<file path="config.mk">
export PLATFORM = sky130hd
export DESIGN_NAME = apb_subsystem_top
export DESIGN_NICKNAME = d
export VERILOG_FILES = /design/src/apb_bridge_pkg.sv /design/src/apb_subsystem_top.sv /design/src/apb_reg_target.sv /design/src/axi_lite_apb_bridge.sv /design/src/apb_addr_decoder.sv
export SDC_FILE = /design/constraint.sdc
export NUM_CORES = 1
export LEC_CHECK = 0
export ABC_CLOCK_PERIOD_IN_PS = 3750
export BUFFER_PORTS_ARGS = -buffer_cell sky130_fd_sc_hd__buf_2
export CORE_MARGIN = 2
export CORE_UTILIZATION = 35
export CTS_CLUSTER_DIAMETER = 30
export DETAILED_ROUTE_END_ITERATION = 12
export PLACE_DENSITY = 0.52
export SETUP_SLACK_MARGIN = 0.2
export SLEW_MARGIN = 40
export SYNTH_ARGS = -nofsm -noshare
export SYNTH_HDL_FRONTEND = slang
export SYNTH_HIERARCHICAL = 1
export SYNTH_SLANG_ARGS = --single-unit
</file>
<file path="constraint.sdc">
create_clock -name clk -period 3.75 [get_ports clk]
set_input_delay 0.5625 -clock clk [delete_from_list [all_inputs] [get_ports clk]]
set_output_delay 0.5625 -clock clk [all_outputs]
set_load 0.005 [all_outputs]
</file>
<file path="src/apb_bridge_pkg.sv">
package apb_bridge_pkg;

  // ----------------------------------------------------------------------
  // Bus widths
  // ----------------------------------------------------------------------
  localparam int ADDR_W = 32;
  localparam int DATA_W = 32;
  localparam int STRB_W = DATA_W / 8;

  // Byte address, shared by AXI and APB sides
  typedef logic [ADDR_W-1:0] addr_t;

  // One data word
  typedef logic [DATA_W-1:0] data_t;

  // Byte lane enables
  typedef logic [STRB_W-1:0] strb_t;

  // ----------------------------------------------------------------------
  // AXI response codes
  // ----------------------------------------------------------------------
  typedef logic [1:0] resp_t;

  localparam resp_t RESP_OKAY   = 2'b00;
  localparam resp_t RESP_SLVERR = 2'b10;
  localparam resp_t RESP_DECERR = 2'b11;

  // ----------------------------------------------------------------------
  // Bridge sequencing
  // ----------------------------------------------------------------------
  // IDLE waits for AXI, SETUP and ACCESS are the APB phases,
  // RESP holds the AXI response until it is taken
  typedef enum logic [1:0] {
    IDLE,
    SETUP,
    ACCESS,
    RESP
  } bridge_state_e;

endpackage
</file>
<file path="src/apb_subsystem_top.sv">
`timescale 1ns/1ps

module apb_subsystem_top #(
  parameter int                    APB_TARGETS              = 3,
  parameter apb_bridge_pkg::addr_t ADDR_BASE                = 32'h0103_0000,
  parameter apb_bridge_pkg::addr_t TARGET_SIZE              = 32'h100,
  parameter int unsigned           WAIT_CYCLES [APB_TARGETS] = '{0, 1, 3},
  parameter apb_bridge_pkg::data_t TARGET_ID [APB_TARGETS]   =
    '{32'h6770_0000, 32'h7561_0001, 32'h7370_0002}
) (
  input  logic                  clk,
  input  logic                  reset_i,
  input  apb_bridge_pkg::addr_t aw_addr_i,
  input  logic                  aw_valid_i,
  output logic                  aw_ready_o,
  input  apb_bridge_pkg::data_t w_data_i,
  input  apb_bridge_pkg::strb_t w_strb_i,
  input  logic                  w_valid_i,
  output logic                  w_ready_o,
  output apb_bridge_pkg::resp_t b_resp_o,
  output logic                  b_valid_o,
  input  logic                  b_ready_i,
  input  apb_bridge_pkg::addr_t ar_addr_i,
  input  logic                  ar_valid_i,
  output logic                  ar_ready_o,
  output apb_bridge_pkg::data_t r_data_o,
  output apb_bridge_pkg::resp_t r_resp_o,
  output logic                  r_valid_o,
  input  logic                  r_ready_i
);

  import apb_bridge_pkg::*;

  addr_t                   dec_addr;
  logic [APB_TARGETS-1:0]  dec_sel;
  logic                    dec_miss;

  addr_t                   paddr;
  logic                    pwrite;
  data_t                   pwdata;
  strb_t                   pstrb;
  logic [APB_TARGETS-1:0]  psel;
  logic                    penable;
  data_t [APB_TARGETS-1:0] prdata;
  logic [APB_TARGETS-1:0]  pready;
  logic [APB_TARGETS-1:0]  pslverr;

  axi_lite_apb_bridge #(
    .APB_TARGETS(APB_TARGETS)
  ) u_bridge (
    .clk        (clk),
    .reset_i    (reset_i),
    .aw_addr_i  (aw_addr_i),
    .aw_valid_i (aw_valid_i),
    .aw_ready_o (aw_ready_o),
    .w_data_i   (w_data_i),
    .w_strb_i   (w_strb_i),
    .w_valid_i  (w_valid_i),
    .w_ready_o  (w_ready_o),
    .b_resp_o   (b_resp_o),
    .b_valid_o  (b_valid_o),
    .b_ready_i  (b_ready_i),
    .ar_addr_i  (ar_addr_i),
    .ar_valid_i (ar_valid_i),
    .ar_ready_o (ar_ready_o),
    .r_data_o   (r_data_o),
    .r_resp_o   (r_resp_o),
    .r_valid_o  (r_valid_o),
    .r_ready_i  (r_ready_i),
    .dec_addr_o (dec_addr),
    .dec_sel_i  (dec_sel),
    .dec_miss_i (dec_miss),
    .paddr_o    (paddr),
    .pwrite_o   (pwrite),
    .pwdata_o   (pwdata),
    .pstrb_o    (pstrb),
    .psel_o     (psel),
    .penable_o  (penable),
    .prdata_i   (prdata),
    .pready_i   (pready),
    .pslverr_i  (pslverr)
  );

  apb_addr_decoder #(
    .APB_TARGETS (APB_TARGETS),
    .ADDR_BASE   (ADDR_BASE),
    .TARGET_SIZE (TARGET_SIZE)
  ) u_decoder (
    .addr_i (dec_addr),
    .sel_o  (dec_sel),
    .miss_o (dec_miss)
  );

  // Windows in order gpio, uart, spi
  for (genvar i = 0; i < APB_TARGETS; i++) begin : g_target
    apb_reg_target #(
      .WAIT_CYCLES (WAIT_CYCLES[i]),
      .TARGET_ID   (TARGET_ID[i])
    ) u_target (
      .clk       (clk),
      .reset_i   (reset_i),
      .paddr_i   (paddr),
      .psel_i    (psel[i]),
      .penable_i (penable),
      .pwrite_i  (pwrite),
      .pwdata_i  (pwdata),
      .pstrb_i   (pstrb),
      .prdata_o  (prdata[i]),
      .pready_o  (pready[i]),
      .pslverr_o (pslverr[i])
    );
  end

endmodule

</file>
<file path="src/apb_reg_target.sv">
`timescale 1ns/1ps

module apb_reg_target #(
  parameter int unsigned           WAIT_CYCLES = 0,
  parameter apb_bridge_pkg::data_t TARGET_ID   = 32'h0000_0000
) (
  input  logic                  clk,
  input  logic                  reset_i,
  input  apb_bridge_pkg::addr_t paddr_i,
  input  logic                  psel_i,
  input  logic                  penable_i,
  input  logic                  pwrite_i,
  input  apb_bridge_pkg::data_t pwdata_i,
  input  apb_bridge_pkg::strb_t pstrb_i,
  output apb_bridge_pkg::data_t prdata_o,
  output logic                  pready_o,
  output logic                  pslverr_o
);

  import apb_bridge_pkg::*;

  localparam int CW = (WAIT_CYCLES > 0) ? $clog2(WAIT_CYCLES + 1) : 1;

  data_t           scratch_q [3];
  logic [CW-1:0]   wait_q;
  logic [1:0]      word_idx;
  logic            access;

  // Only bits [3:2] pick a word inside the window
  assign word_idx = paddr_i[3:2];
  assign access   = psel_i && penable_i;

  // Wait state counter, runs only while the access is stalled
  always_ff @(posedge clk) begin
    if (reset_i) begin
      wait_q <= '0;
    end else if (access && !pready_o) begin
      wait_q <= wait_q + 1'b1;
    end else begin
      wait_q <= '0;
    end
  end

  assign pready_o  = access && (wait_q == CW'(WAIT_CYCLES));
  // Identity word is read only
  assign pslverr_o = access && pwrite_i && (word_idx == 2'd3);

  always_ff @(posedge clk) begin
    if (reset_i) begin
      for (int i = 0; i < 3; i++) begin
        scratch_q[i] <= '0;
      end
    end else if (pready_o && pwrite_i && (word_idx != 2'd3)) begin
      for (int b = 0; b < STRB_W; b++) begin
        if (pstrb_i[b]) begin
          scratch_q[word_idx][8*b +: 8] <= pwdata_i[8*b +: 8];
        end
      end
    end
  end

  assign prdata_o = (word_idx == 2'd3) ? TARGET_ID : scratch_q[word_idx];

endmodule

</file>
<file path="src/axi_lite_apb_bridge.sv">
`timescale 1ns/1ps

module axi_lite_apb_bridge #(
  parameter int APB_TARGETS = 3
) (
  input  logic                                    clk,
  input  logic                                    reset_i,

  // AXI4-Lite slave
  input  apb_bridge_pkg::addr_t                   aw_addr_i,
  input  logic                                    aw_valid_i,
  output logic                                    aw_ready_o,
  input  apb_bridge_pkg::data_t                   w_data_i,
  input  apb_bridge_pkg::strb_t                   w_strb_i,
  input  logic                                    w_valid_i,
  output logic                                    w_ready_o,
  output apb_bridge_pkg::resp_t                   b_resp_o,
  output logic                                    b_valid_o,
  input  logic                                    b_ready_i,
  input  apb_bridge_pkg::addr_t                   ar_addr_i,
  input  logic                                    ar_valid_i,
  output logic                                    ar_ready_o,
  output apb_bridge_pkg::data_t                   r_data_o,
  output apb_bridge_pkg::resp_t                   r_resp_o,
  output logic                                    r_valid_o,
  input  logic                                    r_ready_i,

  // Address decoder
  output apb_bridge_pkg::addr_t                   dec_addr_o,
  input  logic [APB_TARGETS-1:0]                  dec_sel_i,
  input  logic                                    dec_miss_i,

  // APB master
  output apb_bridge_pkg::addr_t                   paddr_o,
  output logic                                    pwrite_o,
  output apb_bridge_pkg::data_t                   pwdata_o,
  output apb_bridge_pkg::strb_t                   pstrb_o,
  output logic [APB_TARGETS-1:0]                  psel_o,
  output logic                                    penable_o,
  input  apb_bridge_pkg::data_t [APB_TARGETS-1:0] prdata_i,
  input  logic [APB_TARGETS-1:0]                  pready_i,
  input  logic [APB_TARGETS-1:0]                  pslverr_i
);

  import apb_bridge_pkg::*;

  bridge_state_e          state_q;
  logic                   write_q;
  logic [APB_TARGETS-1:0] psel_q;
  logic                   penable_q;
  addr_t                  addr_q;
  data_t                  wdata_q;
  strb_t                  strb_q;
  data_t                  rdata_q;
  resp_t                  resp_q;

  logic                   wr_req;
  logic                   wr_accept;
  logic                   rd_accept;
  data_t                  sel_rdata;
  logic                   sel_ready;
  logic                   sel_err;

  // ----------------------------------------------------------------------
  // AXI acceptance
  // ----------------------------------------------------------------------
  // Address and data are only taken together; writes win over reads
  assign wr_req     = aw_valid_i && w_valid_i;
  assign wr_accept  = (state_q == IDLE) && wr_req;
  assign rd_accept  = (state_q == IDLE) && ar_valid_i && !wr_req;
  assign aw_ready_o = wr_accept;
  assign w_ready_o  = wr_accept;
  assign ar_ready_o = rd_accept;

  // Decode the incoming address in IDLE so a miss skips APB entirely
  assign dec_addr_o = (state_q != IDLE) ? addr_q :
                      (wr_req ? aw_addr_i : ar_addr_i);

  // Response lines from whichever target is selected
  always_comb begin
    sel_rdata = '0;
    sel_ready = 1'b0;
    sel_err   = 1'b0;
    for (int i = 0; i < APB_TARGETS; i++) begin
      if (psel_q[i]) begin
        sel_rdata = sel_rdata | prdata_i[i];
        sel_ready = sel_ready | pready_i[i];
        sel_err   = sel_err | pslverr_i[i];
      end
    end
  end

  // ----------------------------------------------------------------------
  // Control
  // ----------------------------------------------------------------------
  always_ff @(posedge clk) begin
    if (reset_i) begin
      state_q   <= IDLE;
      write_q   <= 1'b0;
      psel_q    <= '0;
      penable_q <= 1'b0;
    end else begin
      case (state_q)
        IDLE: begin
          if (wr_accept || rd_accept) begin
            write_q <= wr_accept;
            if (dec_miss_i) begin
              state_q <= RESP;
            end else begin
              psel_q  <= dec_sel_i;
              state_q <= SETUP;
            end
          end
        end
        SETUP: begin
          penable_q <= 1'b1;
          state_q   <= ACCESS;
        end
        ACCESS: begin
          if (sel_ready) begin
            psel_q    <= '0;
            penable_q <= 1'b0;
            state_q   <= RESP;
          end
        end
        RESP: begin
          if ((write_q && b_ready_i) || (!write_q && r_ready_i)) begin
            state_q <= IDLE;
          end
        end
        default: state_q <= IDLE;
      endcase
    end
  end

  // ----------------------------------------------------------------------
  // Payload
  // ----------------------------------------------------------------------
  always_ff @(posedge clk) begin
    if (wr_accept) begin
      addr_q  <= aw_addr_i;
      wdata_q <= w_data_i;
      strb_q  <= w_strb_i;
    end else if (rd_accept) begin
      addr_q  <= ar_addr_i;
      wdata_q <= '0;
      strb_q  <= '0;
    end
    if ((wr_accept || rd_accept) && dec_miss_i) begin
      resp_q  <= RESP_DECERR;
      rdata_q <= '0;
    end else if ((state_q == ACCESS) && sel_ready) begin
      resp_q  <= sel_err ? RESP_SLVERR : RESP_OKAY;
      rdata_q <= sel_rdata;
    end
  end

  assign paddr_o   = addr_q;
  assign pwrite_o  = write_q;
  assign pwdata_o  = wdata_q;
  assign pstrb_o   = strb_q;
  assign psel_o    = psel_q;
  assign penable_o = penable_q;

  assign b_valid_o = (state_q == RESP) && write_q;
  assign b_resp_o  = resp_q;
  assign r_valid_o = (state_q == RESP) && !write_q;
  assign r_resp_o  = resp_q;
  assign r_data_o  = rdata_q;

  // ----------------------------------------------------------------------
  // Checks
  // ----------------------------------------------------------------------
  // Everything launched in SETUP holds until the target is ready
  a_apb_stable : assert property (@(posedge clk) disable iff (reset_i)
    penable_o |-> $stable(paddr_o) && $stable(pwrite_o) && $stable(pwdata_o)
                  && $stable(pstrb_o) && $stable(psel_o))
    else $error("axi_lite_apb_bridge: APB outputs changed in ACCESS");

  a_penable_psel : assert property (@(posedge clk) disable iff (reset_i)
    penable_o |-> |psel_o)
    else $error("axi_lite_apb_bridge: penable without psel");

  // Write response is not dropped under back-pressure
  a_b_hold : assert property (@(posedge clk) disable iff (reset_i)
    b_valid_o && !b_ready_i |=> b_valid_o && $stable(b_resp_o))
    else $error("axi_lite_apb_bridge: b_valid dropped before b_ready");

endmodule

</file>
<file path="src/apb_addr_decoder.sv">
`timescale 1ns/1ps

module apb_addr_decoder #(
  parameter int                    APB_TARGETS = 3,
  parameter apb_bridge_pkg::addr_t ADDR_BASE   = 32'h0103_0000,
  parameter apb_bridge_pkg::addr_t TARGET_SIZE = 32'h100
) (
  input  apb_bridge_pkg::addr_t  addr_i,
  output logic [APB_TARGETS-1:0] sel_o,
  output logic                   miss_o
);

  import apb_bridge_pkg::*;

  // Windows are laid out back to back from ADDR_BASE
  always_comb begin
    addr_t lo;
    addr_t hi;
    sel_o = '0;
    for (int i = 0; i < APB_TARGETS; i++) begin
      lo = ADDR_BASE + addr_t'(i) * TARGET_SIZE;
      hi = lo + TARGET_SIZE;
      if ((addr_i >= lo) && (addr_i < hi)) begin
        sel_o[i] = 1'b1;
      end
    end
  end

  // Nothing matched, bridge answers DECERR
  assign miss_o = ~|sel_o;

  // ----------------------------------------------------------------------
  // Checks
  // ----------------------------------------------------------------------
  // Overlapping windows from a bad parameter set would show up here
  a_sel_onehot0 : assert property (@(addr_i) $onehot0(sel_o))
    else $error("apb_addr_decoder: select not one-hot for %h", addr_i);

endmodule

</file>
==> results_dict.tcl <==
set metrics [dict create \
    drt_iter0_drc 1079 \
    worstPathMaxFanout 35 \
    synth_cells 1566 \
    die_height_um 239 \
    start_util_pct 35.3 \
    layout-drive-gt1-share_pct 26.4 \
    top_layer "met4" \
    nFillCells 5024 \
    arrival_ns 3.67 \
    wl_met3_um 3840 \
    drc_errors 0 \
    antenna_found_initial 0 \
    worst_ir_drop_vdd_mv 0.412 \
    maxCapViolCount 0 \
    final_cell_mix "edfxtp_1, nor3_1, buf_2" \
    syn_nets 1678 \
    clkLatencyLatePin_ns 0.62 \
    gp_congestion 0.768 \
    mostFrequentLayoutCell "edfxtp_1" \
    rsz0062_at_grt "false" \
    status "finished, final reports clean" \
    root_buffer "clkbuf_16" \
    period_minus_slack_ns 3.16 \
    fin_crit_sh_pct 84.2 \
    grt-ovfl-total 0 \
    criticalPathCategory "register to register" \
    avgViaCountPerCell 5.61 \
    grt_pass1_vias 13900 \
    setup_violations 0 \
    routed_wl_um 58900 \
    die_w_um 239 \
    cts_tree "done" \
    yosys_warnings 6 \
    syn-cell-area_mm2 0.0194 \
    fp-row-count 86 \
    skew_ns 0.0206 \
    p_leak_nw 8.31 \
    clk_pin_slew_ns 0.05 \
    ant_nets 0 \
    multi_input_area_mm2 0.00706 \
    hold_buffers 0 \
    die-area_mm2 0.0573 \
    critPathRequiredTime_ns 4.26 \
    powerDensity_mw_per_mm2 732 \
    m1WireLength_um 24600 \
    grtUsageTotal_pct 20.6 \
    seq_area_mm2 0.0114 \
    grt_pass1_wl_um 87400 \
    wl_met2_um 28500 \
    area_growth_pct 23.7 \
    finalHoldViolCount 0 \
    power_w 0.0175 \
    tightest_slew_ns 0.943 \
    slew_violations 0 \
    clock_sinks 395 \
    final_nets 1790 \
    max_freq_ghz 0.317 \
    vias 13800 \
    htreeDepth 3 \
    fp.coreArea_mm2 0.0549 \
    clk_path_buf_depth 3 \
    min_path_type "primary input to register" \
    end_kind "register" \
    ctsResizeCount 0 \
    cts_setup_buffers 0 \
    slew_headroom_pct 37.1 \
    startpoint_type "register" \
    place_hpwl_um 37000 \
    numCtsBuffers 93 \
    grt_max_degree 97 \
    antenna_cells 0 \
    tns_ns 0 \
    io-pin-count 148 \
    portBuffers 135 \
    wl_per_cell_um 23.9 \
    drt-pass1-iter-count 6 \
    syn_area_per_cell_um2 12.4 \
]
==> per-stage QoR <==
stage | instances | utilization, % | instance area (µm²) | hold slack, ns | worst slack (ns)
final | 2463 | 43.7 | 24000 | 0.231 | 0.594
after global routing | 2463 | 43.7 | 24000 | 0.229 | 0.353
after CTS | 2462 | 43.7 | 24000 | 0.200 | 0.588
after detailed placement | 2286 | 37.5 | 20600 | 0.425 | 0.430
after global placement | 2283 | 37.4 | 20500 | 0.415 | 0.513
after floorplan | 1566 | - | 19400 | 0.405 | 0.702
==> registers in the layout (all words and copies together), names as in the netlist <==
register / cells
g_target.u_target/scratch_q: 288
g_target.u_target/wait_q: 4
u_bridge/b_resp_o: 2
u_bridge/paddr_o: 26
u_bridge/penable_o: 1
u_bridge/psel_o: 3
u_bridge/pstrb_o: 4
u_bridge/pwdata_o: 32
u_bridge/pwrite_o: 1
u_bridge/r_data_o: 32
u_bridge/state_q: 2
==> critical path, stage by stage (launching register included) <==
cell      delay (ns)
dfxtp_1         0.32
inv_1           0.12
ha_2            0.60
buf_4           0.34
a21oi_1         0.11
or3_1           0.42
a211o_1         0.31
and3_2          0.39
buf_12          0.26
a211oi_2        0.15
==> routing by layer <==
layer	up-vias	global-route usage, %
li1	6364	-
met1	6823	26.2
met2	531	34.3
met3	96	3.69
met4	0	8.69
met5	-	0
==> area by class of cell <==
class / count / share of cell area [%]
Timing Repair Buffer: 193 / 5.09
Clock buffer: 107 / 10.4
Tap cell: 704 / 3.67
Multi-Input combinational cell: 989 / 29.5
Sequential cell: 395 / 47.6
Inverter: 6 / 0.0939
Clock inverter: 69 / 3.71
==> power by group <==
| group | internal (W) | switching [W] |
|---|---|---|
| clock network | 0.00604 | 0.00258 |
| registers | 0.00528 | 0.000453 |
| logic | 0.000992 | 0.00220 |
| total | 0.0123 | 0.00524 |
==> path summary, 6_finish.rpt <==
check / start / endpoint / slack [ns] / depth (start not counted)
max: u_bridge/state_q[0] / u_bridge/r_data_o[28] / 0.59 / 9
min reg2reg: g_target[2].u_target/wait_q[0] / g_target[2].u_target/wait_q[0] / 0.44 / 1
max reg2reg: u_bridge/state_q[0] / u_bridge/r_data_o[28] / 0.59 / 9
min: w_data_i[6] / u_bridge/pwdata_o[6] / 0.23 / 2
Power figures use the tool's default switching activity.
